--- config.mk ---
export PLATFORM = sky130hd
export DESIGN_NAME = engine_ctrl_top
export DESIGN_NICKNAME = d
export VERILOG_FILES = /design/src/source/ctrl_pkg.sv /design/src/source/position_if.sv /design/src/source/axil_write_slave.sv /design/src/source/engine_ctrl_top.sv /design/src/source/position_regs.sv /design/src/source/status_readback.sv
export SDC_FILE = /design/constraint.sdc
export NUM_CORES = 1
export LEC_CHECK = 0
export ABC_AREA = 1
export BUFFER_PORTS_ARGS = -buffer_cell sky130_fd_sc_hd__buf_2
export CAP_MARGIN = 20
export CORE_UTILIZATION = 50
export DETAILED_ROUTE_END_ITERATION = 10
export PLACE_DENSITY_LB_ADDON = 0.08
export SLEW_MARGIN = 40
export SYNTH_ARGS = -nofsm -noshare
export SYNTH_HDL_FRONTEND = slang
export SYNTH_SLANG_ARGS = --single-unit
--- constraint.sdc ---
create_clock -name clk -period 5.08 [get_ports clk]
set_input_delay 1.27 -clock clk [delete_from_list [all_inputs] [get_ports clk]]
set_output_delay 1.27 -clock clk [all_outputs]
set_load 0.01 [all_outputs]
--- src/source/ctrl_pkg.sv ---
package ctrl_pkg;

   localparam int addr_width       = 16;
   localparam int reg_addr_width   = addr_width - 2;   // Word index, byte address bits 15:2
   localparam int data_width       = 32;
   localparam int side_width       = 32;               // Eight squares of four bits
   localparam int board_ranks      = 8;
   localparam int board_width      = side_width * board_ranks;
   localparam int move_index_width = 8;
   localparam int half_move_width  = 8;
   localparam int eval_width       = 24;
   localparam int uci_width        = 16;

   // Control word bits written by the host
   localparam int ctrl_new_board_bit   = 0;
   localparam int ctrl_clear_moves_bit = 1;
   localparam int ctrl_random_bit      = 30;
   localparam int ctrl_soft_reset_bit  = 31;

   typedef enum logic [reg_addr_width-1:0]
   {
      ctrl         = 0,
      move_index   = 1,
      side         = 2,
      half_move    = 3,
      capture      = 4,
      board0       = 8,     // Rank words 8 to 15
      mg_flags     = 132,
      mg_side      = 133,
      mg_eval      = 134,
      mg_count     = 135,
      root_eval    = 136,
      mg_half_move = 138,
      mg_uci       = 139
   } reg_addr_e;

   typedef enum logic [1:0]
   {
      idle,
      collect,   // One beat held
      strobe,
      respond
   } wr_state_e;

endpackage

--- src/source/position_if.sv ---
`timescale 1ns/10ps

interface position_if;

   logic                                    new_board_valid;
   logic                                    clear_moves;
   logic                                    capture_moves;
   logic                                    use_random_bit;
   logic                                    soft_reset;
   logic [ctrl_pkg::move_index_width-1:0]   move_index;
   logic                                    white_to_move;
   logic [3:0]                              castle_mask;
   logic [3:0]                              en_passant_col;
   logic [ctrl_pkg::half_move_width-1:0]    half_move;
   logic [ctrl_pkg::board_width-1:0]        board;

   modport bank
   (
      output new_board_valid, clear_moves, capture_moves, use_random_bit, soft_reset,
      output move_index, white_to_move, castle_mask, en_passant_col, half_move, board
   );

   modport mux
   (
      input new_board_valid, clear_moves, capture_moves, use_random_bit, soft_reset,
      input move_index, white_to_move, castle_mask, en_passant_col, half_move, board
   );

endinterface

--- src/source/axil_write_slave.sv ---
`timescale 1ns/10ps

module axil_write_slave
(
   input  logic                                clk,
   input  logic                                rst,
   input  logic [ctrl_pkg::addr_width-1:0]     awaddr,
   input  logic                                awvalid,
   output logic                                awready,
   input  logic [ctrl_pkg::data_width-1:0]     wdata,
   input  logic                                wvalid,
   output logic                                wready,
   output logic                                bvalid,
   input  logic                                bready,
   output logic                                wr_valid,
   output logic [ctrl_pkg::reg_addr_width-1:0] wr_addr,
   output logic [ctrl_pkg::data_width-1:0]     wr_data
);

   ctrl_pkg::wr_state_e state;
   logic                aw_held;
   logic                w_held;
   logic                accepting;
   logic                aw_fire;
   logic                w_fire;
   logic                have_aw;
   logic                have_w;

   assign accepting = (state == ctrl_pkg::idle) || (state == ctrl_pkg::collect);
   assign awready   = accepting && !aw_held;
   assign wready    = accepting && !w_held;
   assign aw_fire   = awvalid && awready;
   assign w_fire    = wvalid && wready;
   assign have_aw   = aw_held || aw_fire;
   assign have_w    = w_held || w_fire;
   assign wr_valid  = (state == ctrl_pkg::strobe);
   assign bvalid    = (state == ctrl_pkg::respond);

   always_ff @(posedge clk)
   begin
      if (rst)
      begin
         state   <= ctrl_pkg::idle;
         aw_held <= 1'b0;
         w_held  <= 1'b0;
      end
      else
      begin
         case (state)
            ctrl_pkg::idle, ctrl_pkg::collect:
            begin
               if (have_aw && have_w)
               begin
                  state   <= ctrl_pkg::strobe;
                  aw_held <= 1'b0;
                  w_held  <= 1'b0;
               end
               else
               begin
                  if (aw_fire || w_fire)
                     state <= ctrl_pkg::collect;   // Wait for the partner beat
                  aw_held <= have_aw;
                  w_held  <= have_w;
               end
            end
            ctrl_pkg::strobe: state <= ctrl_pkg::respond;
            default:
            begin
               if (bready)
                  state <= ctrl_pkg::idle;
            end
         endcase
      end
   end

   always_ff @(posedge clk)
   begin
      if (aw_fire)
         wr_addr <= awaddr[ctrl_pkg::addr_width-1:2];
      if (w_fire)
         wr_data <= wdata;
   end

   assert property (@(posedge clk) disable iff (rst) wr_valid |=> !wr_valid);
   assert property (@(posedge clk) disable iff (rst) bvalid && !bready |=> bvalid);

endmodule

--- src/source/engine_ctrl_top.sv ---
`timescale 1ns/10ps

module engine_ctrl_top
(
   input  logic                                   clk,
   input  logic                                   rst,
   input  logic [ctrl_pkg::addr_width-1:0]        awaddr,
   input  logic                                   awvalid,
   output logic                                   awready,
   input  logic [ctrl_pkg::data_width-1:0]        wdata,
   input  logic                                   wvalid,
   output logic                                   wready,
   output logic                                   bvalid,
   input  logic                                   bready,
   input  logic [ctrl_pkg::addr_width-1:0]        araddr,
   input  logic                                   arvalid,
   output logic                                   arready,
   output logic [ctrl_pkg::data_width-1:0]        rdata,
   output logic                                   rvalid,
   input  logic                                   rready,
   input  logic                                   mg_idle,
   input  logic                                   mg_moves_ready,
   input  logic                                   mg_move_ready,
   input  logic                                   mg_capture,
   input  logic                                   mg_white_in_check,
   input  logic                                   mg_black_in_check,
   input  logic                                   mg_thrice_rep,
   input  logic                                   mg_fifty_move,
   input  logic                                   mg_insufficient_material,
   input  logic                                   mg_white_to_move,
   input  logic [3:0]                             mg_castle_mask,
   input  logic [3:0]                             mg_en_passant_col,
   input  logic signed [ctrl_pkg::eval_width-1:0] mg_eval,
   input  logic [ctrl_pkg::move_index_width-1:0]  mg_move_count,
   input  logic [ctrl_pkg::half_move_width-1:0]   mg_half_move,
   input  logic [ctrl_pkg::uci_width-1:0]         mg_uci,
   input  logic signed [ctrl_pkg::eval_width-1:0] root_eval,
   input  logic                                   root_mate,
   input  logic                                   root_stalemate,
   input  logic                                   root_check,
   output logic                                   new_board_valid,
   output logic                                   clear_moves,
   output logic                                   capture_moves,
   output logic                                   use_random_bit,
   output logic                                   soft_reset,
   output logic [ctrl_pkg::move_index_width-1:0]  move_index,
   output logic                                   white_to_move,
   output logic [3:0]                             castle_mask,
   output logic [3:0]                             en_passant_col,
   output logic [ctrl_pkg::half_move_width-1:0]   half_move,
   output logic [ctrl_pkg::board_width-1:0]       board
);

   logic                                wr_valid;
   logic [ctrl_pkg::reg_addr_width-1:0] wr_addr;
   logic [ctrl_pkg::data_width-1:0]     wr_data;

   position_if regs_if ();

   axil_write_slave u_write
   (
      .clk      (clk),
      .rst      (rst),
      .awaddr   (awaddr),
      .awvalid  (awvalid),
      .awready  (awready),
      .wdata    (wdata),
      .wvalid   (wvalid),
      .wready   (wready),
      .bvalid   (bvalid),
      .bready   (bready),
      .wr_valid (wr_valid),
      .wr_addr  (wr_addr),
      .wr_data  (wr_data)
   );

   position_regs u_regs
   (
      .clk      (clk),
      .rst      (rst),
      .wr_valid (wr_valid),
      .wr_addr  (wr_addr),
      .wr_data  (wr_data),
      .regs     (regs_if.bank)
   );

   status_readback u_read
   (
      .clk                      (clk),
      .rst                      (rst),
      .araddr                   (araddr),
      .arvalid                  (arvalid),
      .arready                  (arready),
      .rvalid                   (rvalid),
      .rdata                    (rdata),
      .rready                   (rready),
      .regs                     (regs_if.mux),
      .mg_idle                  (mg_idle),
      .mg_moves_ready           (mg_moves_ready),
      .mg_move_ready            (mg_move_ready),
      .mg_capture               (mg_capture),
      .mg_white_in_check        (mg_white_in_check),
      .mg_black_in_check        (mg_black_in_check),
      .mg_thrice_rep            (mg_thrice_rep),
      .mg_fifty_move            (mg_fifty_move),
      .mg_insufficient_material (mg_insufficient_material),
      .mg_white_to_move         (mg_white_to_move),
      .mg_castle_mask           (mg_castle_mask),
      .mg_en_passant_col        (mg_en_passant_col),
      .mg_eval                  (mg_eval),
      .mg_move_count            (mg_move_count),
      .mg_half_move             (mg_half_move),
      .mg_uci                   (mg_uci),
      .root_eval                (root_eval),
      .root_mate                (root_mate),
      .root_stalemate           (root_stalemate),
      .root_check               (root_check)
   );

   // Position toward the move generator
   assign new_board_valid = regs_if.new_board_valid;
   assign clear_moves     = regs_if.clear_moves;
   assign capture_moves   = regs_if.capture_moves;
   assign use_random_bit  = regs_if.use_random_bit;
   assign soft_reset      = regs_if.soft_reset;
   assign move_index      = regs_if.move_index;
   assign white_to_move   = regs_if.white_to_move;
   assign castle_mask     = regs_if.castle_mask;
   assign en_passant_col  = regs_if.en_passant_col;
   assign half_move       = regs_if.half_move;
   assign board           = regs_if.board;

endmodule

--- src/source/position_regs.sv ---
`timescale 1ns/10ps

module position_regs
(
   input  logic                                clk,
   input  logic                                rst,
   input  logic                                wr_valid,
   input  logic [ctrl_pkg::reg_addr_width-1:0] wr_addr,
   input  logic [ctrl_pkg::data_width-1:0]     wr_data,
   position_if.bank                            regs
);

   logic [ctrl_pkg::reg_addr_width-1:0]     rank_offset;
   logic [$clog2(ctrl_pkg::board_ranks)-1:0] rank;
   logic                                    in_board;

   assign rank_offset = wr_addr - ctrl_pkg::board0;
   assign in_board    = rank_offset < ctrl_pkg::board_ranks;
   assign rank        = rank_offset[$clog2(ctrl_pkg::board_ranks)-1:0];

   always_ff @(posedge clk)
   begin
      if (rst)
      begin
         regs.new_board_valid <= 1'b0;
         regs.clear_moves     <= 1'b0;
         regs.capture_moves   <= 1'b0;
         regs.use_random_bit  <= 1'b0;
         regs.soft_reset      <= 1'b0;
         regs.move_index      <= '0;
         regs.white_to_move   <= 1'b0;
         regs.castle_mask     <= '0;
         regs.en_passant_col  <= '0;
         regs.half_move       <= '0;
         regs.board           <= '0;
      end
      else if (wr_valid)
      begin
         if (in_board)
            regs.board[rank*ctrl_pkg::side_width +: ctrl_pkg::side_width] <=
               wr_data[ctrl_pkg::side_width-1:0];
         else
         begin
            case (wr_addr)
               ctrl_pkg::ctrl:
               begin
                  regs.new_board_valid <= wr_data[ctrl_pkg::ctrl_new_board_bit];
                  regs.clear_moves     <= wr_data[ctrl_pkg::ctrl_clear_moves_bit];
                  regs.use_random_bit  <= wr_data[ctrl_pkg::ctrl_random_bit];
                  regs.soft_reset      <= wr_data[ctrl_pkg::ctrl_soft_reset_bit];
               end
               ctrl_pkg::move_index:
                  regs.move_index <= wr_data[ctrl_pkg::move_index_width-1:0];
               ctrl_pkg::side:   // Side to move, castle rights, ep column
                  {regs.white_to_move, regs.castle_mask, regs.en_passant_col} <= wr_data[8:0];
               ctrl_pkg::half_move:
                  regs.half_move <= wr_data[ctrl_pkg::half_move_width-1:0];
               ctrl_pkg::capture:
                  regs.capture_moves <= wr_data[0];
               default:
               begin
               end
            endcase
         end
      end
   end

   assert property (@(posedge clk) disable iff (rst)
      !wr_valid |=> $stable({regs.new_board_valid, regs.clear_moves, regs.capture_moves,
                             regs.use_random_bit, regs.soft_reset, regs.move_index,
                             regs.white_to_move, regs.castle_mask, regs.en_passant_col,
                             regs.half_move, regs.board}));

endmodule

--- src/source/status_readback.sv ---
`timescale 1ns/10ps

module status_readback
(
   input  logic                                   clk,
   input  logic                                   rst,
   input  logic [ctrl_pkg::addr_width-1:0]        araddr,
   input  logic                                   arvalid,
   output logic                                   arready,
   output logic                                   rvalid,
   output logic [ctrl_pkg::data_width-1:0]        rdata,
   input  logic                                   rready,
   position_if.mux                                regs,
   input  logic                                   mg_idle,
   input  logic                                   mg_moves_ready,
   input  logic                                   mg_move_ready,
   input  logic                                   mg_capture,
   input  logic                                   mg_white_in_check,
   input  logic                                   mg_black_in_check,
   input  logic                                   mg_thrice_rep,
   input  logic                                   mg_fifty_move,
   input  logic                                   mg_insufficient_material,
   input  logic                                   mg_white_to_move,
   input  logic [3:0]                             mg_castle_mask,
   input  logic [3:0]                             mg_en_passant_col,
   input  logic signed [ctrl_pkg::eval_width-1:0] mg_eval,
   input  logic [ctrl_pkg::move_index_width-1:0]  mg_move_count,
   input  logic [ctrl_pkg::half_move_width-1:0]   mg_half_move,
   input  logic [ctrl_pkg::uci_width-1:0]         mg_uci,
   input  logic signed [ctrl_pkg::eval_width-1:0] root_eval,
   input  logic                                   root_mate,
   input  logic                                   root_stalemate,
   input  logic                                   root_check
);

   localparam int ext_width = ctrl_pkg::data_width - ctrl_pkg::eval_width;

   logic [ctrl_pkg::reg_addr_width-1:0]      rd_addr;
   logic [ctrl_pkg::reg_addr_width-1:0]      rd_offset;
   logic [$clog2(ctrl_pkg::board_ranks)-1:0] rd_rank;
   logic [ctrl_pkg::data_width-1:0]          rd_word;

   assign rd_addr   = araddr[ctrl_pkg::addr_width-1:2];
   assign rd_offset = rd_addr - ctrl_pkg::board0;
   assign rd_rank   = rd_offset[$clog2(ctrl_pkg::board_ranks)-1:0];
   assign arready   = !rvalid;   // One read in flight

   always_comb
   begin
      rd_word = '0;
      if (rd_offset < ctrl_pkg::board_ranks)
         rd_word[ctrl_pkg::side_width-1:0] =
            regs.board[rd_rank*ctrl_pkg::side_width +: ctrl_pkg::side_width];
      else
      begin
         case (rd_addr)
            ctrl_pkg::ctrl:
            begin
               rd_word[ctrl_pkg::ctrl_new_board_bit]   = regs.new_board_valid;
               rd_word[ctrl_pkg::ctrl_clear_moves_bit] = regs.clear_moves;
               rd_word[2]                              = mg_moves_ready;
               rd_word[3]                              = mg_move_ready;
               rd_word[4]                              = root_stalemate;
               rd_word[5]                              = root_mate;
               rd_word[7]                              = mg_idle;
               rd_word[10]                             = root_check;
               rd_word[ctrl_pkg::ctrl_random_bit]      = regs.use_random_bit;
               rd_word[ctrl_pkg::ctrl_soft_reset_bit]  = regs.soft_reset;
            end
            ctrl_pkg::move_index:
               rd_word[ctrl_pkg::move_index_width-1:0] = regs.move_index;
            ctrl_pkg::side:
               rd_word[8:0] = {regs.white_to_move, regs.castle_mask, regs.en_passant_col};
            ctrl_pkg::half_move:
               rd_word[ctrl_pkg::half_move_width-1:0] = regs.half_move;
            ctrl_pkg::capture:
               rd_word[0] = regs.capture_moves;
            ctrl_pkg::mg_flags:
               rd_word[5:0] = {mg_insufficient_material, mg_fifty_move, mg_thrice_rep,
                               mg_black_in_check, mg_white_in_check, mg_capture};
            ctrl_pkg::mg_side:
               rd_word[8:0] = {mg_white_to_move, mg_castle_mask, mg_en_passant_col};
            ctrl_pkg::mg_eval:
               rd_word = {{ext_width{mg_eval[ctrl_pkg::eval_width-1]}}, mg_eval};
            ctrl_pkg::mg_count:
               rd_word[ctrl_pkg::move_index_width-1:0] = mg_move_count;
            ctrl_pkg::root_eval:
               rd_word = {{ext_width{root_eval[ctrl_pkg::eval_width-1]}}, root_eval};
            ctrl_pkg::mg_half_move:
               rd_word[ctrl_pkg::half_move_width-1:0] = mg_half_move;
            ctrl_pkg::mg_uci:   // Zero bit between the packed fields
               rd_word[19:0] = {mg_uci[15:12], 1'b0, mg_uci[11:9], 1'b0, mg_uci[8:6],
                                1'b0, mg_uci[5:3], 1'b0, mg_uci[2:0]};
            default:
               rd_word = '0;
         endcase
      end
   end

   always_ff @(posedge clk)
   begin
      if (rst)
         rvalid <= 1'b0;
      else if (arvalid && arready)
         rvalid <= 1'b1;
      else if (rready)
         rvalid <= 1'b0;
   end

   always_ff @(posedge clk)
   begin
      if (arvalid && arready)
         rdata <= rd_word;   // Sampled at the ar handshake
   end

   assert property (@(posedge clk) disable iff (rst) rvalid && !rready |=> $stable(rdata));

endmodule

# Yosys cells after proc, flatten, opt, wreduce, memory -nomap -nowiden
# Index checks and enable logic that the tools add are counted.
# word_totals
out_inout_bits	323
ff_bits	369
# classes
n_eq_ne	19
order_cmp	2
addsub	3
muxes	20
n_bitwise	1
n_reduce_logical	26
n_shift	3
# op_table
cell	count
$bwmux W256	1
$shift A32 B34 Y256 const A	1
$shiftx A256 B9 Y32	1
$shiftx A32 B34 Y256	1
$eq A14 B8 Y1 const B	7
$eq A14 B2 Y1 const B	4
$pmux W5 S11	1
$neg A8 Y34	1
$mux W32	1
$eq A14 B1 Y1 const B	2
$eq A14 B3 Y1 const B	2
$logic_not A14 Y1	2
$lt A14 B4 Y1 const B	2
$sub A14 B4 Y14 const B	2
$pmux W9 S3	1
$pmux W10 S2	1
$pmux W1 S9	2
$reduce_and A3 Y1	5
$pmux W1 S12	1
$logic_and A1 B1 Y1	6
$mux W2	3
$pmux W2 S3	1
$pmux W1 S5	1
$eq A2 B2 Y1 const B	2
other kinds (14)	23

# Depth between registers and ports, before layout
# Gate-level depths: netlist (run 1).
# logic_depth
word_depth	8
depth_mapped	13
depth_no_buf	12

# Modules after synthesis
# A second synthesis (run 1) with hierarchy kept.
# unflattened
hier_cells	3132
hier_area_um2	19652.6
# modules_own_cells
mod	area_each_um2	seq_area_each_um2	n_inst	cells_per_inst
position_regs	13499.2	5725.5	1	2211
status_readback	4498.1	980.9	1	828
axil_write_slave	1655.3	1461.4	1	93

# Worst setup path before layout (run 1)
# Ideal clock, no wire load.
# synth_path
kind	input to register
from	in araddr[5] (netlist bit)
to	reg u_read.rdata[12] (netlist bit), data pin
stages	7
t_arrival_ns	2.607
required_ns	4.825
setup_slack_ns	2.218
setup_ns	0.255
path_cell_list	inv_1 ha_1 nand4_1 nor3_1 clkbuf_1 nand3_1 and2_1
# synth_between
elab_chain_len	3
elab_cells_between_ends	7
# synth_rtl
element	line_no	rtl
start, declared	engine_ctrl_top.sv:15	input logic [ctrl_pkg::addr_width-1:0] araddr,
$sub A14 B4 Y14 / $eq A14 B8 Y1 (equally long branches)	status_readback.sv:44, status_readback.sv:56	
$lt A14 B4 Y1 / $pmux W9 S3 (equally long branches)	status_readback.sv:51, status_readback.sv:56	
$mux W32 (*)	status_readback.sv:51	if (rd_offset < ctrl_pkg::board_ranks)
named net u_read.rd_word, one bit	status_readback.sv:41	logic [ctrl_pkg::data_width-1:0] rd_word;
end signal, assigned	status_readback.sv:113	rdata <= rd_word;
end, declared	status_readback.sv:11	output logic [ctrl_pkg::data_width-1:0] rdata,
# Mark *: on every way through the listed nets, which the timed path passes. The rest lies on a longest branch.
# A chain may end at the register's enable or synchronous reset.

# Worst setup path after layout (run 1)
# layout_path
from	reg u_write.wr_addr[0] (netlist bit)
to	reg u_regs.regs.board[105]
# layout_between
elab_chain_len	4
elab_cells_between_ends	7
# layout_rtl
element	line_no	rtl
start, declared	axil_write_slave.sv:16	output logic [ctrl_pkg::reg_addr_width-1:0] wr_addr,
start signal, assigned	axil_write_slave.sv:79	wr_addr <= awaddr[ctrl_pkg::addr_width-1:2];
$sub A14 B4 Y14 (*)	position_regs.sv:17	assign rank_offset = wr_addr - ctrl_pkg::board0;
$neg A8 Y34	position_regs.sv:41	wr_data[ctrl_pkg::side_width-1:0];
$shiftx A32 B34 Y256 / $shift A32 B34 Y256 (equally long branches)	position_regs.sv:40	regs.board[rank*ctrl_pkg::side_width +: ctrl_pkg::side_width] <=
$bwmux W256	position_regs.sv:40	
end signal, assigned by index	position_regs.sv:40	
end, declared	position_if.sv:20	output move_index, white_to_move, castle_mask, en_passant_col, half_move, board
# Mark *: on every way between the ends. The rest lies on a longest branch, timed or not.

==> results of run 1 <==
## through the flow
stage | cell area (um^2) | setup WS (ns) | util | std cells
2_1_floorplan | 18490 | 2.218 | - | 2757
3_3_place_gp | 21060 | 1.169 | 0.5766 | 3576
3_5_place_dp | 21120 | 1.513 | 0.5783 | 3578
4_1_cts | 22480 | 1.859 | 0.6154 | 3654
5_1_grt | 22580 | 1.825 | 0.6184 | 3659
6_report | 22580 | 1.962 | 0.6184 | 3659
## layer usage
metal | track usage | wire [um] | part of all wire | up-vias
met1 | 0.4798 | 28670 | 0.39 | 9060
met2 | 0.6167 | 33180 | 0.45 | 1146
li1 | - | - | - | 9438
met3 | 0.07808 | 7541 | 0.10 | 194
met4 | 0.1908 | 3676 | 0.050 | 0
met5 | 0 | 0 | 0 | -
## where the power goes
group / switching [uW] / internal, uW / total [uW]
clock: 1250 / 1790 / 3040
combinational: 601 / 190 / 792
sequential: 69.7 / 3090 / 3160
total: 1920 / 5070 / 6990
## placed cells by master (no fill, tap or decap), types with 6 or more instances in the layout
cell type / Yosys / routed
a21oi_1: 62 / 62
a22oi_1: 27 / 27
buf_12: 0 / 8
buf_2: 36 / 490
buf_4: 1 / 22
clkbuf_1: 107 / 10
clkbuf_16: 0 / 44
clkbuf_8: 0 / 6
clkinv_2: 0 / 9
dfxtp_1: 291 / 291
edfxtp_1: 78 / 78
inv_1: 371 / 365
inv_2: 7 / 10
nand2_1: 688 / 686
nand3_1: 136 / 136
nand3_4: 4 / 7
nand4_1: 47 / 47
nor2_1: 621 / 615
nor2_2: 3 / 6
nor3_1: 50 / 49
nor4_1: 31 / 31
o2111ai_1: 21 / 21
o211ai_1: 13 / 13
o21ai_0: 64 / 64
o22ai_1: 42 / 42
## worst max-delay path, stage by stage (launching register included)
cell and delay, ns:
edfxtp_1 0.53, inv_2 0.07, ha_2 0.23, ha_4 0.31, nor2_4 0.70, nand3_4 0.55
buf_12 0.38, nand2_1 0.08, nand2_1 0.05, nor2_1 0.12
## area by class of cell
type                            instances  area (um^2)
Fill cell                            3469        13940
Multi-Input combinational cell       1845         8232
Sequential cell                       369         8168
Timing Repair Buffer                  521         2803
Inverter                              380         1441
Clock buffer                           59         1196
Tap cell                              468        585.6
Clock inverter                         17        158.9
## sequential cells by signal, summed over array words and instances (netlist names), 2 cells and up
signal,count
u_read.rdata,32
u_regs.regs.board,256
u_regs.regs.castle_mask,4
u_regs.regs.en_passant_col,4
u_regs.regs.half_move,8
u_regs.regs.move_index,8
u_write.state,2
u_write.wr_addr,14
u_write.wr_data,32
## worst paths after layout
check                           start                  endpoint  slack [ns]  depth (start not counted)
max reg2reg        u_write.wr_addr[0]    u_regs.regs.board[105]        1.96                          9
min          u_regs.regs.half_move[1]  u_regs.regs.half_move[1]        0.48                          2
min reg2reg  u_regs.regs.half_move[1]  u_regs.regs.half_move[1]        0.48                          2
max                u_write.wr_addr[0]    u_regs.regs.board[105]        1.96                          9
## cells by family (layout without fill, tap and decap cells)
logic type	count (synthesis)	after routing	share of synthesized area
DFF	369	369	0.4417
adders and majority gates	7	7	0.004736
and+or+nand+nor	1605	1605	0.3600
AOI/OAI and AO/OA	233	233	0.07619
buffers and inverters	543	977	0.1173
==> results.sh, run 1 <==
export IMPL_outcome="finished clean"
export IMPL_syn_avg_cell_area_um2=6.707
export IMPL_gp_congestion=0.9423
export IMPL_io_pins=495
export IMPL_synth_area_top_cells="dfxtp_1 32%, nand2_1 14%, edfxtp_1 13%, nor2_1 13%, inv_1 7.5%"
export IMPL_crit_type="reg -> reg"
export IMPL_drive_gt1_frac=0.1971
export IMPL_cp_max_fo=36
export IMPL_fin_crit_sh=0.6138
export IMPL_ys_ff_latch=369
export IMPL_dr_pass1_iters=6
export IMPL_peakVddDrop_mv=0.2827
export IMPL_period_needed_ns=3.118
export IMPL_die_area_mm2=0.03776
export IMPL_clk_pin_slew_ns=0.06
export IMPL_slew_headroom=0.4105
export IMPL_setup_worst_path_start_class="register"
export IMPL_final_nets=3337
export IMPL_syn_inst=2757
export IMPL_synth_main_ff_cell="dfxtp_1"
export IMPL_hold_class="reg -> reg"
export IMPL_grt_pass1_wl_um=109100
export IMPL_routed_wirelength_um=73070
export IMPL_yosysMostFrequentCell="nand2_1"
export IMPL_rsz0062_at_grt="no"
export IMPL_max_cap_violations=0
export IMPL_antenna_found_initial=0
export IMPL_ant_nets=0
export IMPL_ys_seq_area_frac=0.4417
export IMPL_synth_top_area_frac=0.3150
export IMPL_power_density_mw_per_mm2=309.4
export IMPL_synthArstFlopShare=0
export IMPL_wl_per_cell_um=19.97
export IMPL_first_global_vias=18470
export IMPL_fmax_ghz=0.3207
export IMPL_die_w_um=194.3
export IMPL_drtIter0Drc=2009
export IMPL_dp_hpwl_um=48410
export IMPL_vias=19840
export IMPL_clkSinkCount=369
export IMPL_synth_edff_count=78
export IMPL_clockBufferDepth=3
export IMPL_hold_violations=0
export IMPL_start_util=0.5063
export IMPL_end_kind="register"
export IMPL_grt_max_degree=133
export IMPL_cts_tree="built"
export IMPL_netlist_area_mm2=0.01849
export IMPL_cts_made_buffers=41
export IMPL_die_height_um=194.3
export IMPL_core_mm2=0.03652
export IMPL_drv_slew=0
export IMPL_synth_area_leader_cell="dfxtp_1"
export IMPL_ys_types=39
export IMPL_clockRootBuffer="clkbuf_16"
export IMPL_track_usage=0.3797
export IMPL_cts_htree_levels=2
export IMPL_p_leak_uw=0.01226
export IMPL_rows=70
export IMPL_syn_nets=2936
export IMPL_power_uw=6988
export IMPL_skew_ns=0.02191
export IMPL_num_antenna_cells=0
export IMPL_fin_hold_ws_ns=0.4755
export IMPL_clock_latency_ns=0.58
export IMPL_worstMarginPinSlew_ns=0.8842
export IMPL_io_buffers=490
export IMPL_setup_tns_ns=0
export IMPL_finalSetupViolations=0
export IMPL_postCtsHoldBufs=0
export IMPL_yosys_top_cells_count="688 x nand2_1, 621 x nor2_1, 371 x inv_1, 291 x dfxtp_1, 136 x nand3_1"
export IMPL_required_ns=5.57
export IMPL_drc=0
export IMPL_cts_setup_buffers=0
export IMPL_syn_to_final_growth_pct=22.13
export IMPL_gr_total_overflow=0
export IMPL_cp_arrival_ns=3.61
export IMPL_vias_per_cell=5.422
export IMPL_yosys_warnings=0
export IMPL_cts_resized=0
Note: power is estimated with default switching activity, not from simulation.
==> run 2: changes to the inputs <==
- clock period: 5.08 -> 3.1 ns (I/O delays scaled with it)
==> run 2 against run 1 <==
  * Combinational power increased by 69%
  * Cell count grew 0.96%
  * Critical path type unchanged
  * Clock power up 62%
  * Flip-flop and latch count is the same
==> results.sh, run 2 (synthesized netlist as in run 1, its figures left out) <==
export IMPL_outcome="finished clean"
export IMPL_hold_violations=0
export IMPL_die_height_um=194.3
export IMPL_drive_gt1_frac=0.2029
export IMPL_final_nets=3369
export IMPL_postCtsHoldBufs=0
export IMPL_hold_path_cell_count=1
export IMPL_cts_resized=0
export IMPL_gp_congestion=0.9385
export IMPL_hold_path_end="u_write.wr_addr[0]"
export IMPL_vias=19850
export IMPL_core_mm2=0.03652
export IMPL_wl_per_cell_um=19.67
export IMPL_max_cap_violations=0
export IMPL_track_usage=0.3770
export IMPL_r2r_start="u_write.wr_addr[1]"
export IMPL_power_density_mw_per_mm2=501.4
export IMPL_rsz0062_at_grt="no"
export IMPL_crit_type="reg -> reg"
export IMPL_largest_register="u_regs.regs.board"
export IMPL_clkSinkCount=369
export IMPL_rrSetupSlack_ns=0.33
export IMPL_mostFrequentLayoutCell="nand2_1"
export IMPL_clk_pin_slew_ns=0.06
export IMPL_required_ns=3.61
export IMPL_start_util=0.5063
export IMPL_grt_max_degree=122
export IMPL_cp_max_fo=30
export IMPL_layout_common_cells="687 x nand2_1, 618 x nor2_1, 490 x buf_2"
export IMPL_min_from="awaddr[2]"
export IMPL_die_area_mm2=0.03776
export IMPL_rr_endpoint="u_regs.regs.board[242]"
export IMPL_cts_setup_buffers=0
export IMPL_io_buffers=490
export IMPL_gr_total_overflow=0
export IMPL_clockBufferDepth=3
export IMPL_routed_wirelength_um=72670
export IMPL_die_w_um=194.3
export IMPL_fmax_ghz=0.3613
export IMPL_r2r_cells=9
export IMPL_antenna_found_initial=5
export IMPL_hold_class="in -> reg"
export IMPL_rows=70
export IMPL_cts_made_buffers=42
export IMPL_cts_tree="built"
export IMPL_worstMarginPinSlew_ns=0.8936
export IMPL_drc=0
export IMPL_dp_hpwl_um=50450
export IMPL_slew_headroom=0.4043
export IMPL_end_kind="register"
export IMPL_setup_worst_path_start_class="register"
export IMPL_syn_to_final_growth_pct=23.45
export IMPL_io_pins=495
export IMPL_largestRegisters="u_regs.regs.board: 256 flops, u_read.rdata: 32 flops, u_write.wr_data: 32 flops"
export IMPL_drv_slew=0
export IMPL_dr_pass1_iters=6
export IMPL_setup_tns_ns=0
export IMPL_finalSetupViolations=0
export IMPL_power_uw=11450
export IMPL_period_needed_ns=2.768
export IMPL_grt_pass1_wl_um=108600
export IMPL_place_ws_ns=0.2969
export IMPL_peakVddDrop_mv=0.5135
export IMPL_clockRootBuffer="clkbuf_16"
export IMPL_cts_htree_levels=2
export IMPL_ant_nets=0
export IMPL_cp_arrival_ns=3.28
export IMPL_clock_latency_ns=0.59
export IMPL_skew_ns=0.02303
export IMPL_first_global_vias=18620
export IMPL_fin_crit_sh=0.8928
export IMPL_vias_per_cell=5.374
export IMPL_drtIter0Drc=1886
export IMPL_worst_slack_ns=0.3323
export IMPL_p_leak_uw=0.01241
export IMPL_largest_reg_flops=256
==> run 2: cell count changes in the layout (fill, tap and decap cells not counted), moves of 2 or more <==
cell       before  now
buf_4          22   50
buf_12          8   12
clkinv_1        5    9
clkinv_2        9    6
diode_2         0    3
nor2_1        615  618
nor2_2          6    3
bufinv_16       3    1
clkbuf_1       10    8
clkbuf_16      44   42
clkbuf_8        6    8
inv_4           3    1
==> run 2: worst max-delay path by stage <==
stage,from,end,slack (ns),depth (start not counted)
2_1_floorplan,u_write.wr_addr[0],u_regs.regs.board[240],0.63,10
3_3_place_gp,araddr[5],u_read.rdata[16],0.35,9
3_5_place_dp,araddr[5],u_read.rdata[16],0.30,9
4_1_cts,u_write.wr_addr[1],u_regs.regs.board[242],0.40,9
5_1_grt,u_write.wr_addr[1],u_regs.regs.board[244],0.20,9
6_report,u_write.wr_addr[1],u_regs.regs.board[242],0.33,9
==> run 2: layout make-up <==
| type | instances | area (um^2) |
|---|---|---|
| Clock inverter | 19 | 157.7 |
| Fill cell | 3475 | 13690 |
| Antenna cell | 3 | 7.507 |
| Inverter | 380 | 1436 |
| Multi-Input combinational cell | 1845 | 8214 |
| Clock buffer | 58 | 1191 |
| Timing Repair Buffer | 552 | 3068 |
| Tap cell | 468 | 585.6 |
| Sequential cell | 369 | 8168 |
==> run 2: power by group <==
part / leakage, uW / total [uW] / switching, uW / internal (uW)
registers: 0.00309 / 5170 / 111 / 5060
clock network: 0.000665 / 4940 / 2140 / 2790
logic: 0.00866 / 1340 / 994 / 346
==> run 2: worst max-delay path, cell delays in order, from the launching register on <==
cell      delay (ns)
edfxtp_1        0.44
inv_1           0.11
ha_2            0.27
ha_4            0.25
nor2_2          0.50
nand3_4         0.48
buf_4           0.37
nand2_1         0.09
nand2_1         0.05
nor2_1          0.10
==> run 2: routing by layer <==
metal	routed length [um]	track usage	share of wire
met5	29	0	0.00040
met4	3381	0.1834	0.047
met3	7501	0.09214	0.10
met2	33170	0.6025	0.46
met1	28590	0.4772	0.39
==> run 2: metrics by stage <==
step	std cells	cell area [um^2]	hold slack [ns]	util
2_1_floorplan	2757	18490	0.4739	-
3_3_place_gp	3614	21470	0.4480	0.5878
3_5_place_dp	3614	21470	0.4522	0.5879
4_1_cts	3691	22820	0.3386	0.6248
5_1_grt	3694	22830	0.3384	0.6250
6_report	3694	22830	0.3571	0.6250
